**src/design/io_hub_config.svh**
```systemverilog
`ifndef IO_HUB_CONFIG_SVH
`define IO_HUB_CONFIG_SVH

// i/o port map
`define IO_HUB_PIC_BASE       16'h0020 // +0 pending, +1 mask
`define IO_HUB_PIT_PORT       16'h0040
`define IO_HUB_UNMAPPED_DATA  8'hFF    // floating bus reads high

// timer clocking
`define IO_HUB_PIT_PRESCALE   4        // clk_sys cycles per count
`define IO_HUB_PIT_PRESCALE_W 2        // must hold PRESCALE-1

// interrupt controller
`define IO_HUB_VECTOR_BASE    8'h08    // vector of line 0
`define IO_HUB_PIC_MASK_INIT  8'hFF    // all lines masked out of reset

`endif

```
**src/design/io_hub_pkg.sv**
```systemverilog
package io_hub_pkg;

	typedef logic [15:0] io_addr_t;   // i/o port address
	typedef logic [7:0]  io_data_t;
	typedef logic [7:0]  irq_vec_t;
	typedef logic [7:0]  irq_lines_t; // bit n is line n
	typedef logic [15:0] pit_count_t;

	// cpu request sequencing
	typedef enum logic [1:0] {
		IDLE,
		DECODE,
		ACCESS,
		RESPOND
	} bus_state_t;

endpackage

```
**src/design/io_bus_ctrl.sv**
```systemverilog
`timescale 1ns/1ps

module io_bus_ctrl (
	input  logic                  clk_sys,
	input  logic                  rst_n,

	input  logic                  io_read_do,
	input  io_hub_pkg::io_addr_t  io_read_address,
	output io_hub_pkg::io_data_t  io_read_data,
	output logic                  io_read_done,

	input  logic                  io_write_do,
	input  io_hub_pkg::io_addr_t  io_write_address,
	input  io_hub_pkg::io_data_t  io_write_data,
	output logic                  io_write_done,

	output io_hub_pkg::io_addr_t  bus_address,
	output io_hub_pkg::io_data_t  bus_writedata,
	output logic                  bus_read,
	output logic                  bus_write,
	input  io_hub_pkg::io_data_t  bus_readdata
);
	import io_hub_pkg::*;

	bus_state_t state;
	logic       is_write;   // channel being served
	logic       resp_sent;  // done already pulsed in RESPOND
	logic       chan_do;

	assign chan_do   = is_write ? io_write_do : io_read_do;

	// strobes live only in ACCESS
	assign bus_read  = (state == ACCESS) && !is_write;
	assign bus_write = (state == ACCESS) && is_write;

	always_ff @(posedge clk_sys or negedge rst_n) begin
		if (!rst_n) begin
			state         <= IDLE;
			is_write      <= 1'b0;
			resp_sent     <= 1'b0;
			io_read_done  <= 1'b0;
			io_write_done <= 1'b0;
		end else begin
			io_read_done  <= 1'b0;
			io_write_done <= 1'b0;
			case (state)
				IDLE: begin
					if (io_read_do) begin // read wins a tie
						is_write <= 1'b0;
						state    <= DECODE;
					end else if (io_write_do) begin
						is_write <= 1'b1;
						state    <= DECODE;
					end
				end
				DECODE: state <= ACCESS; // selects settle
				ACCESS: begin
					resp_sent <= 1'b0;
					state     <= RESPOND;
				end
				RESPOND: begin
					if (!resp_sent) begin
						resp_sent     <= 1'b1;
						io_read_done  <= !is_write;
						io_write_done <= is_write;
					end else if (!chan_do) begin
						state <= IDLE; // cpu has let go
					end
				end
				default: state <= IDLE;
			endcase
		end
	end

	// address, data and read byte
	always_ff @(posedge clk_sys) begin
		if (state == IDLE) begin
			if (io_read_do) begin
				bus_address <= io_read_address;
			end else if (io_write_do) begin
				bus_address   <= io_write_address;
				bus_writedata <= io_write_data;
			end
		end
		if (state == RESPOND && !resp_sent && !is_write) begin
			io_read_data <= bus_readdata;
		end
	end

endmodule

```
**src/design/io_hub.sv**
```systemverilog
`timescale 1ns/1ps

module io_hub (
	input  logic                  clk_sys,
	input  logic                  rst_n,

	input  logic                  io_read_do,
	input  io_hub_pkg::io_addr_t  io_read_address,
	output io_hub_pkg::io_data_t  io_read_data,
	output logic                  io_read_done,

	input  logic                  io_write_do,
	input  io_hub_pkg::io_addr_t  io_write_address,
	input  io_hub_pkg::io_data_t  io_write_data,
	output logic                  io_write_done,

	input  logic [6:0]            irq_ext,
	output logic                  interrupt_do,
	output io_hub_pkg::irq_vec_t  interrupt_vector,
	input  logic                  interrupt_done
);

	io_hub_pkg::io_addr_t bus_address;
	io_hub_pkg::io_data_t bus_writedata;
	io_hub_pkg::io_data_t bus_readdata;
	logic                 bus_read;
	logic                 bus_write;

	logic                 pit_cs;
	logic                 pic_cs;
	io_hub_pkg::io_data_t pit_readdata;
	io_hub_pkg::io_data_t pic_readdata;
	logic                 pit_irq;

	wire io_hub_pkg::irq_lines_t irq_lines = {irq_ext, pit_irq}; // timer owns line 0

	io_bus_ctrl bus_ctrl_i (
		.clk_sys          (clk_sys),
		.rst_n            (rst_n),
		.io_read_do       (io_read_do),
		.io_read_address  (io_read_address),
		.io_read_data     (io_read_data),
		.io_read_done     (io_read_done),
		.io_write_do      (io_write_do),
		.io_write_address (io_write_address),
		.io_write_data    (io_write_data),
		.io_write_done    (io_write_done),
		.bus_address      (bus_address),
		.bus_writedata    (bus_writedata),
		.bus_read         (bus_read),
		.bus_write        (bus_write),
		.bus_readdata     (bus_readdata)
	);

	port_decode decode_i (
		.clk_sys      (clk_sys),
		.rst_n        (rst_n),
		.bus_address  (bus_address),
		.pit_readdata (pit_readdata),
		.pic_readdata (pic_readdata),
		.pit_cs       (pit_cs),
		.pic_cs       (pic_cs),
		.bus_readdata (bus_readdata)
	);

	pit_timer pit_i (
		.clk_sys       (clk_sys),
		.rst_n         (rst_n),
		.pit_cs        (pit_cs),
		.bus_read      (bus_read),
		.bus_write     (bus_write),
		.bus_writedata (bus_writedata),
		.pit_readdata  (pit_readdata),
		.pit_irq       (pit_irq)
	);

	pic_ctrl pic_i (
		.clk_sys          (clk_sys),
		.rst_n            (rst_n),
		.pic_cs           (pic_cs),
		.bus_read         (bus_read),
		.bus_write        (bus_write),
		.bus_address0     (bus_address[0]),
		.bus_writedata    (bus_writedata),
		.irq_lines        (irq_lines),
		.interrupt_done   (interrupt_done),
		.pic_readdata     (pic_readdata),
		.interrupt_do     (interrupt_do),
		.interrupt_vector (interrupt_vector)
	);

endmodule

```
**src/design/pic_ctrl.sv**
```systemverilog
`timescale 1ns/1ps

`include "io_hub_config.svh"

module pic_ctrl (
	input  logic                    clk_sys,
	input  logic                    rst_n,
	input  logic                    pic_cs,
	input  logic                    bus_read,
	input  logic                    bus_write,
	input  logic                    bus_address0,
	input  io_hub_pkg::io_data_t    bus_writedata,
	input  io_hub_pkg::irq_lines_t  irq_lines,
	input  logic                    interrupt_done,
	output io_hub_pkg::io_data_t    pic_readdata,
	output logic                    interrupt_do,
	output io_hub_pkg::irq_vec_t    interrupt_vector
);
	import io_hub_pkg::*;

	irq_lines_t prev_lines;
	irq_lines_t pending;
	irq_lines_t mask;
	irq_lines_t active;
	irq_lines_t rising;
	irq_lines_t ack_bits;
	logic [2:0] irq_idx;

	assign active = pending & ~mask;
	assign rising = irq_lines & ~prev_lines;

	// line 0 wins
	always_comb begin
		irq_idx = 3'd0;
		for (int i = 7; i >= 0; i--) begin
			if (active[i]) begin
				irq_idx = i[2:0];
			end
		end
	end

	assign interrupt_do     = |active;
	assign interrupt_vector = `IO_HUB_VECTOR_BASE + {5'd0, irq_idx};
	assign ack_bits         = (interrupt_done && interrupt_do) ? irq_lines_t'(1) << irq_idx : '0;

	always_ff @(posedge clk_sys or negedge rst_n) begin
		if (!rst_n) begin
			prev_lines <= '0;
			pending    <= '0;
			mask       <= `IO_HUB_PIC_MASK_INIT;
		end else begin
			prev_lines <= irq_lines;
			pending    <= (pending & ~ack_bits) | rising; // new edge beats ack
			if (pic_cs && bus_write && bus_address0) begin
				mask <= bus_writedata;
			end
		end
	end

	always_ff @(posedge clk_sys) begin
		if (pic_cs && bus_read) begin
			pic_readdata <= bus_address0 ? mask : pending;
		end
	end

endmodule

```
**src/design/pit_timer.sv**
```systemverilog
`timescale 1ns/1ps

`include "io_hub_config.svh"

module pit_timer (
	input  logic                  clk_sys,
	input  logic                  rst_n,
	input  logic                  pit_cs,
	input  logic                  bus_read,
	input  logic                  bus_write,
	input  io_hub_pkg::io_data_t  bus_writedata,
	output io_hub_pkg::io_data_t  pit_readdata,
	output logic                  pit_irq
);
	import io_hub_pkg::*;

	pit_count_t count;
	pit_count_t reload;
	io_data_t   reload_lo;  // held until the high byte arrives
	io_data_t   latch_hi;   // frozen by a low-byte read
	logic       byte_hi;    // next access hits the high byte
	logic       running;
	logic       wr_acc;
	logic       rd_acc;
	logic       tick;
	logic [`IO_HUB_PIT_PRESCALE_W-1:0] pre_cnt;

	assign wr_acc = pit_cs && bus_write;
	assign rd_acc = pit_cs && bus_read;
	assign tick   = (pre_cnt == `IO_HUB_PIT_PRESCALE_W'(`IO_HUB_PIT_PRESCALE - 1));

	always_ff @(posedge clk_sys or negedge rst_n) begin
		if (!rst_n) begin
			byte_hi <= 1'b0;
			running <= 1'b0; // idle until first reload
			count   <= '0;
			pre_cnt <= '0;
			pit_irq <= 1'b0;
		end else begin
			pit_irq <= 1'b0;
			if (wr_acc || rd_acc) begin
				byte_hi <= !byte_hi;
			end
			if (wr_acc && byte_hi) begin
				count   <= {bus_writedata, reload_lo}; // restart
				running <= 1'b1;
				pre_cnt <= '0;
			end else if (running) begin
				pre_cnt <= tick ? '0 : pre_cnt + 1'b1;
				if (tick) begin
					if (count == 16'd1) begin
						count   <= reload; // terminal count
						pit_irq <= 1'b1;
					end else begin
						count <= count - 1'b1; // zero wraps, so reload 0 runs 65536
					end
				end
			end
		end
	end

	always_ff @(posedge clk_sys) begin
		if (wr_acc) begin
			if (byte_hi) begin
				reload <= {bus_writedata, reload_lo};
			end else begin
				reload_lo <= bus_writedata;
			end
		end
		if (rd_acc) begin
			if (byte_hi) begin
				pit_readdata <= latch_hi;
			end else begin
				pit_readdata <= count[7:0];
				latch_hi     <= count[15:8];
			end
		end
	end

endmodule

```
**src/design/port_decode.sv**
```systemverilog
`timescale 1ns/1ps

`include "io_hub_config.svh"

module port_decode (
	input  logic                  clk_sys,
	input  logic                  rst_n,
	input  io_hub_pkg::io_addr_t  bus_address,
	input  io_hub_pkg::io_data_t  pit_readdata,
	input  io_hub_pkg::io_data_t  pic_readdata,
	output logic                  pit_cs,
	output logic                  pic_cs,
	output io_hub_pkg::io_data_t  bus_readdata
);
	import io_hub_pkg::*;

	io_addr_t pic_window;

	// both pic ports share one select
	assign pic_window = {bus_address[15:1], 1'b0};

	always_ff @(posedge clk_sys or negedge rst_n) begin
		if (!rst_n) begin
			pit_cs <= 1'b0;
			pic_cs <= 1'b0;
		end else begin
			pit_cs <= (bus_address == `IO_HUB_PIT_PORT);
			pic_cs <= (pic_window == `IO_HUB_PIC_BASE);
		end
	end

	always_comb begin
		if (pit_cs) begin
			bus_readdata = pit_readdata;
		end else if (pic_cs) begin
			bus_readdata = pic_readdata;
		end else begin
			bus_readdata = `IO_HUB_UNMAPPED_DATA; // nobody home
		end
	end

endmodule

```
**config.mk**
```make
export PLATFORM = sky130hd
export DESIGN_NAME = io_hub
export DESIGN_NICKNAME = d
export VERILOG_FILES = /design/src/design/io_hub_pkg.sv /design/src/design/io_bus_ctrl.sv /design/src/design/io_hub.sv /design/src/design/pic_ctrl.sv /design/src/design/pit_timer.sv /design/src/design/port_decode.sv
export VERILOG_INCLUDE_DIRS = /design/src /design/src/design
export SDC_FILE = /design/constraint.sdc
export NUM_CORES = 1
export LEC_CHECK = 0
export BUFFER_PORTS_ARGS = -buffer_cell sky130_fd_sc_hd__buf_4
export CORE_ASPECT_RATIO = 1.4
export CORE_MARGIN = 2
export CORE_UTILIZATION = 50
export DETAILED_ROUTE_END_ITERATION = 6
export PLACE_DENSITY = 0.7
export SLEW_MARGIN = 20
export SYNTH_ARGS = -nofsm -noshare
export SYNTH_HDL_FRONTEND = slang
export SYNTH_SLANG_ARGS = --single-unit
```
**constraint.sdc**
```tcl
create_clock -name clk_sys -period 2.4 [get_ports clk_sys]
set_input_delay 0 -clock clk_sys [delete_from_list [all_inputs] [get_ports clk_sys]]
set_output_delay 0 -clock clk_sys [all_outputs]
set_load 0.05 [all_outputs]
```
==> impl_results.md, run 1 <==
* Status: finished, final reports clean
* Post-route ant nets at 0
* RSZ-0062 raised after global routing: false
* Initial antenna violation count at 0
* FF-to-FF path depth at 6
* Pins Over Slew Limit at 0
* Core Rows at 46
* Die span in x at 94.97 µm
* # hold bufs at CTS at 49
* CTS tree: built
* LEAKAGE at 3.097 nW
* Register bit count reported by yosys at 133
* Initial Util at 51.09%
* DR vias at 3946
* Crit. End Element: flop
* Peak supply drop at 0.5758 mV
* Worst-Margin Slew at 0.7378 ns
* Fin area at 0.007543 mm²
* Ports at 71
* Crit path max fanout at 15
* Syn Inst Count at 443
* Placeable Area at 0.01134 mm²
* Final Hold Vio Count at 0
* Worst clock skew at 0.01457 ns
* Pre-CTS setup slack at 0.3545 ns
* CTS root buf: clkbuf_16
* Die Area at 0.01248 mm²
* Fraction of registers with async set/reset at 39.85%
* DR WL/cell at 17.49 µm
* DP Area at 0.006417 mm²
* Largest net degree at the start of global routing at 54
* Vias in the first global route at 4156
* Critical Path AT at 2.38 ns
* Synth-to-Final Area Change at 30.22%
* Most common flop cell mapped by yosys: edfxtp_1
* Post-synthesis sequential area ratio at 64.54%
* Number of enable flip-flop cells after synthesis at 80
* Clk_lat worst skew at 0.42 ns
* Critical R2R Launch: pit_i.count[1]
* Setup bufs post-CTS at 0
* Max-Cap Viols at 0
* CTS resizes at 0
* Fin Hold WS at 0.09449 ns
* FMAX at 475.8 MHz
* Grt ovf at 0
* Layout cells sized above 1 at 27.59%
* N_diodes at 0
* Max_slew headroom at 50.63%
* Via density at 5.450
* DRT iter0 DRCs at 216
* P per Cell Area at 811.1 mW/mm²
* Mapped Area at 0.005793 mm²
* # DRC at 0
* Nets at 625
* First-pass DRT Iterations at 5
* Die height at 131.4 µm
* Kind of critical path: flop to flop
* Most frequent cells in the layout: edfxtp_1, buf_4, dlygate4sd3_1
* Tmin final at 2.102 ns
* Mean Syn Cell Area at 13.08 µm²
* Final HPWL DP at 8.349 mm
* TritonCTS Buffers at 17
* Clk buf depth at 2
* Reg2Reg Setup Slack at 0.30 ns
* Total Routing Usage GR at 22.10%
* WP data required at 2.68 ns
* Worst setup margin at 0.2983 ns
* GP Congestion at 0.9271
* Worst R2R End: pit_i.count[9]
* Crit path from: pit_i.count[1]
* Final setup violation count at 0
* PortBufs at 65
* Startpoint Class: flop
* TNS Setup at 0 ns
* H-Tree Depth at 4
* Overall power at 6.119 mW
* Sink Count at 133
* Worst hold path class: input port to flop
* Crit path to: pit_i.count[9]
* Fillers at 786
* Synthesis Warnings at 0
* Post-route clock period utilization at 87.57%
* First-pass GRT wire length at 20.82 mm
* Synth cell types at 56
* CTS clk-pin slew, worst paths at 0.06 ns
* WL final at 12.67 mm
* Most common cell after layout, fill and taps aside: edfxtp_1
-- cell type report --
type                       instances  area (µm²)  area share [%]
timing repair buffer             122        1039           13.77
multi-input combinational        266        1849           24.51
clock inverter                    12       178.9           2.372
tap                              144       180.2           2.388
sequential                       133        3739           49.56
clock buffer                      20       456.7           6.054
inverter                          27       101.3           1.344
-- logic make-up after synthesis --
group / after synthesis / share of synthesized area (%)
other: 2 / 0.1296
AND/OR/NAND/NOR: 118 / 11.71
adder cells (fa/ha/maj): 6 / 1.296
XOR/XNOR: 11 / 1.663
buffers and inverters: 47 / 3.736
AO/OA/AOI/OAI: 79 / 7.970
multiplexers: 47 / 8.963
flip-flops: 133 / 64.54
-- cell usage after synthesis, types with 2 or more instances --
master    number  share of area, %
edfxtp_1      80                41
dfrtp_1       45                19
mux2_2        39               7.6
nor2_1        29               1.9
a21oi_1       27               2.3
inv_1         26               1.7
o21ai_0       19               1.6
nand2_1       18               1.2
nor3_1        11              0.95
o21ai_1       11              0.95
clkbuf_1       9              0.58
dfstp_2        8               3.6
mux2i_1        8               1.4
nor3b_1        8               1.0
xnor2_1        8               1.2
and3_1         6              0.65
buf_4          6              0.78
ha_1           6               1.3
nand3_1        6              0.52
nor2b_1        6              0.65
nand2b_1       5              0.54
nand4_1        5              0.54
o31ai_1        5              0.65
or3_1          5              0.54
o22ai_1        4              0.43
and2_1         3              0.32
nor4_1         3              0.32
nor4b_1        3              0.45
xor2_1         3              0.45
a31o_1         2              0.30
buf_2          2              0.17
buf_6          2              0.39
conb_1         2              0.13
-- power by group --
part | switching [mW] | total, mW | internal, mW
Clock | 0.945 | 2.74 | 1.79
Combinational | 0.354 | 0.647 | 0.293
Sequential | 0.110 | 2.73 | 2.62
Total | 1.41 | 6.12 | 4.71
-- registers in the layout, summed over array words and instances, names as in the netlist, 8 cells and up --
| signal | flops |
|---|---|
| pit_i.count | 16 |
| bus_ctrl_i.io_read_data | 8 |
| bus_ctrl_i.bus_address | 16 |
| pic_i.mask | 8 |
| pic_i.prev_lines | 8 |
| pic_i.pending | 8 |
| pit_i.reload_lo | 8 |
| bus_ctrl_i.bus_writedata | 8 |
| pit_i.reload | 16 |
| pic_i.pic_readdata | 8 |
| pit_i.pit_readdata | 8 |
| pit_i.latch_hi | 8 |
-- metrics by stage --
stage | util, % | instances
after floorplan | - | 446
after global placement | 56.60 | 643
after detailed placement | 56.60 | 643
after CTS | 66.53 | 724
after global routing | 66.53 | 724
final | 66.53 | 724
-- worst min-delay path by stage --
stage	startpoint	to	slack, ns	depth (start not counted)
4_1_cts	io_write_do	bus_ctrl_i.state[1]	0.08	4
3_3_place_gp	rst_n	pit_i.pit_irq	0.09	1
2_1_floorplan	rst_n	bus_ctrl_i.io_read_done	-0.30	0
6_report	io_write_do	bus_ctrl_i.state[1]	0.09	6
5_1_grt	io_write_do	bus_ctrl_i.state[1]	0.16	6
3_5_place_dp	rst_n	pit_i.pit_irq	0.09	1
-- metal layers --
layer	track usage, %	part of all wire [%]
met1	26.99	39
met2	36.80	53
met4	9.179	2.8
met5	0	0
met3	5.734	4.9
-- worst max-delay path, stage by stage, from the launching register on --
cell and delay, ns:
dfrtp_1 0.42, inv_1 0.12, ha_1 0.21, nor3b_1 0.37, nand4_2 0.41, o31ai_1 0.38, a31oi_1 0.06
Note: power is estimated with default switching activity, not from simulation.
==> run 2: changes to the inputs <==
--- a/config.mk
+++ b/config.mk
@@ -7,11 +7,13 @@
 export NUM_CORES = 1
 export LEC_CHECK = 0
 export BUFFER_PORTS_ARGS = -buffer_cell sky130_fd_sc_hd__buf_4
+export CELL_PAD_IN_SITES_DETAIL_PLACEMENT = 0
+export CELL_PAD_IN_SITES_GLOBAL_PLACEMENT = 1
 export CORE_ASPECT_RATIO = 1.4
 export CORE_MARGIN = 2
-export CORE_UTILIZATION = 50
+export CORE_UTILIZATION = 47
 export DETAILED_ROUTE_END_ITERATION = 6
-export PLACE_DENSITY = 0.7
+export PLACE_DENSITY_LB_ADDON = 0.1
 export SLEW_MARGIN = 20
 export SYNTH_ARGS = -nofsm -noshare
 export SYNTH_HDL_FRONTEND = slang
==> impl_results.md, run 2 (synthesized netlist as in run 1, its figures left out) <==
* Status: finished, final reports clean
* Layout Utilization at 61.78%
* Total Routing Usage GR at 20.62%
* Largest net degree at the start of global routing at 54
* WL final at 12.62 mm
* Post-route ant nets at 0
* GP Congestion at 0.8606
* Vias in the first global route at 4193
* Clk_lat worst skew at 0.41 ns
* Layout cells sized above 1 at 28.08%
* P per Cell Area at 782.4 mW/mm²
* Fillers at 985
* CP top delay family: simple AND/OR/NAND/NOR gates
* Post-route clock period utilization at 86.62%
* CTS clk-pin slew, worst paths at 0.06 ns
* Worst hold path class: input port to flop
* Sink Count at 133
* Via density at 5.249
* Initial Util at 47.52%
* Most frequent cells in the layout: edfxtp_1, buf_4, dlygate4sd3_1
* Worst Hold End: bus_ctrl_i.state[1]
* Die height at 135.4 µm
* # hold bufs at CTS at 49
* TritonCTS Buffers at 17
* CP Cell Sequence: inv_1 -> ha_1 -> nor3b_1 -> and4_1 -> nor2_1 -> a21oi_1 -> o22ai_1
* Crit path from: pit_i.count[1]
* DR WL/cell at 17.19 µm
* First-pass GRT wire length at 20.94 mm
* Multi-input logic area at 0.001849 mm²
* Critical R2R Launch: pit_i.count[1]
* Clk buf depth at 2
* Final Hold Vio Count at 0
* Die Area at 0.01324 mm²
* Max_slew headroom at 51.53%
* Most common cell after layout, fill and taps aside: edfxtp_1
* Nets at 629
* N_diodes at 0
* Worst setup margin at 0.3211 ns
* Crit path max-delay cell type: and4_1
* Worst Hold Launch: io_write_do
* Hold path cells at 6
* Worst-Margin Slew at 0.7270 ns
* Seq. cell area at 0.003739 mm²
* DR vias at 3853
* LEAKAGE at 3.103 nW
* Max-Cap Viols at 0
* Worst path buffer plus inverter count at 1
* Final HPWL DP at 8.637 mm
* FMAX at 481.0 MHz
* CTS root buf: clkbuf_16
* DRT iter0 DRCs at 182
* Critical Path AT at 2.36 ns
* Worst R2R End: pit_i.count[1]
* Crit path max fanout at 10
* PortBufs at 65
* Placeable Area at 0.01219 mm²
* H-Tree Depth at 4
* Ports at 71
* Die span in x at 97.83 µm
* Placed cells at 653
* Initial antenna violation count at 0
* # DRC at 0
* Final setup violation count at 0
* Startpoint Class: flop
* Setup bufs post-CTS at 0
* RSZ-0062 raised after global routing: false
* Peak supply drop at 0.4502 mV
* Grt ovf at 0
* Final std cells w/o fill at 734
* Synth-to-Final Area Change at 30.02%
* Crit. End Element: flop
* TNS Setup at 0 ns
* Tmin final at 2.079 ns
* CTS tree: built
* CTS resizes at 0
* Pre-CTS setup slack at 0.3325 ns
* Core Rows at 48
* Kind of critical path: flop to flop
* WP data required at 2.68 ns
* Worst clock skew at 0.009645 ns
* First-pass DRT Iterations at 4
* CP peak stage delay at 0.51 ns
* Reg2Reg Setup Slack at 0.32 ns
* Regs by FF count: bus_ctrl_i.bus_address x16, pit_i.count x16, pit_i.reload x16
* FF-to-FF path depth at 7
* Pins Over Slew Limit at 0
## run 2: report_power, final
part / internal, mW / switching [mW]
sequential: 2.62 / 0.109
combinational: 0.293 / 0.340
clock: 1.56 / 0.965
total: 4.48 / 1.41
## run 2: how the worst max path moves through the flow
stage                      endpoint  slack [ns]  cells past startpoint
CTS                  pit_i.count[4]        0.32                      8
global placement    pit_i.count[11]        0.44                      7
global route         pit_i.count[4]        0.08                      8
floorplan           pit_i.reload[0]        0.56                      6
finish               pit_i.count[1]        0.32                      7
detailed placement   pit_i.count[5]        0.33                      7
## run 2: stage by stage
stage / hold slack [ns] / power [mW] / cell area (µm²)
finish: 0.1058 / 5.893 / 7532
global route: 0.1819 / 6.142 / 7532
CTS: 0.08640 / 5.964 / 7532
detailed placement: 0.1060 / 3.336 / 6455
global placement: 0.09334 / 3.316 / 6455
floorplan: -0.2956 / 3.122 / 5804
## run 2: area by class of cell
| type | instances | area share (%) |
|---|---|---|
| Tap cell | 150 | 2.492 |
| Timing Repair Buffer | 126 | 14.19 |
| Clock buffer | 18 | 5.831 |
| Clock inverter | 14 | 1.960 |
| Multi-Input combinational cell | 266 | 24.55 |
| Inverter | 27 | 1.346 |
| Sequential cell | 133 | 49.63 |
## run 2: per-layer routing
layer	share of wire (%)	global-route usage, %	vias up
met4	1.7	7.716	0
li1	-	-	1869
met1	40	23.70	1887
met3	2.8	4.799	14
met5	0	0	-
met2	55	37.29	83
## run 2: worst min-delay path, cell delays in order
cell     delay [ns]
buf_4          0.10
mux2i_1        0.06
nand2_1        0.06
a21oi_1        0.09
nand2_1        0.07
o21ai_0        0.07
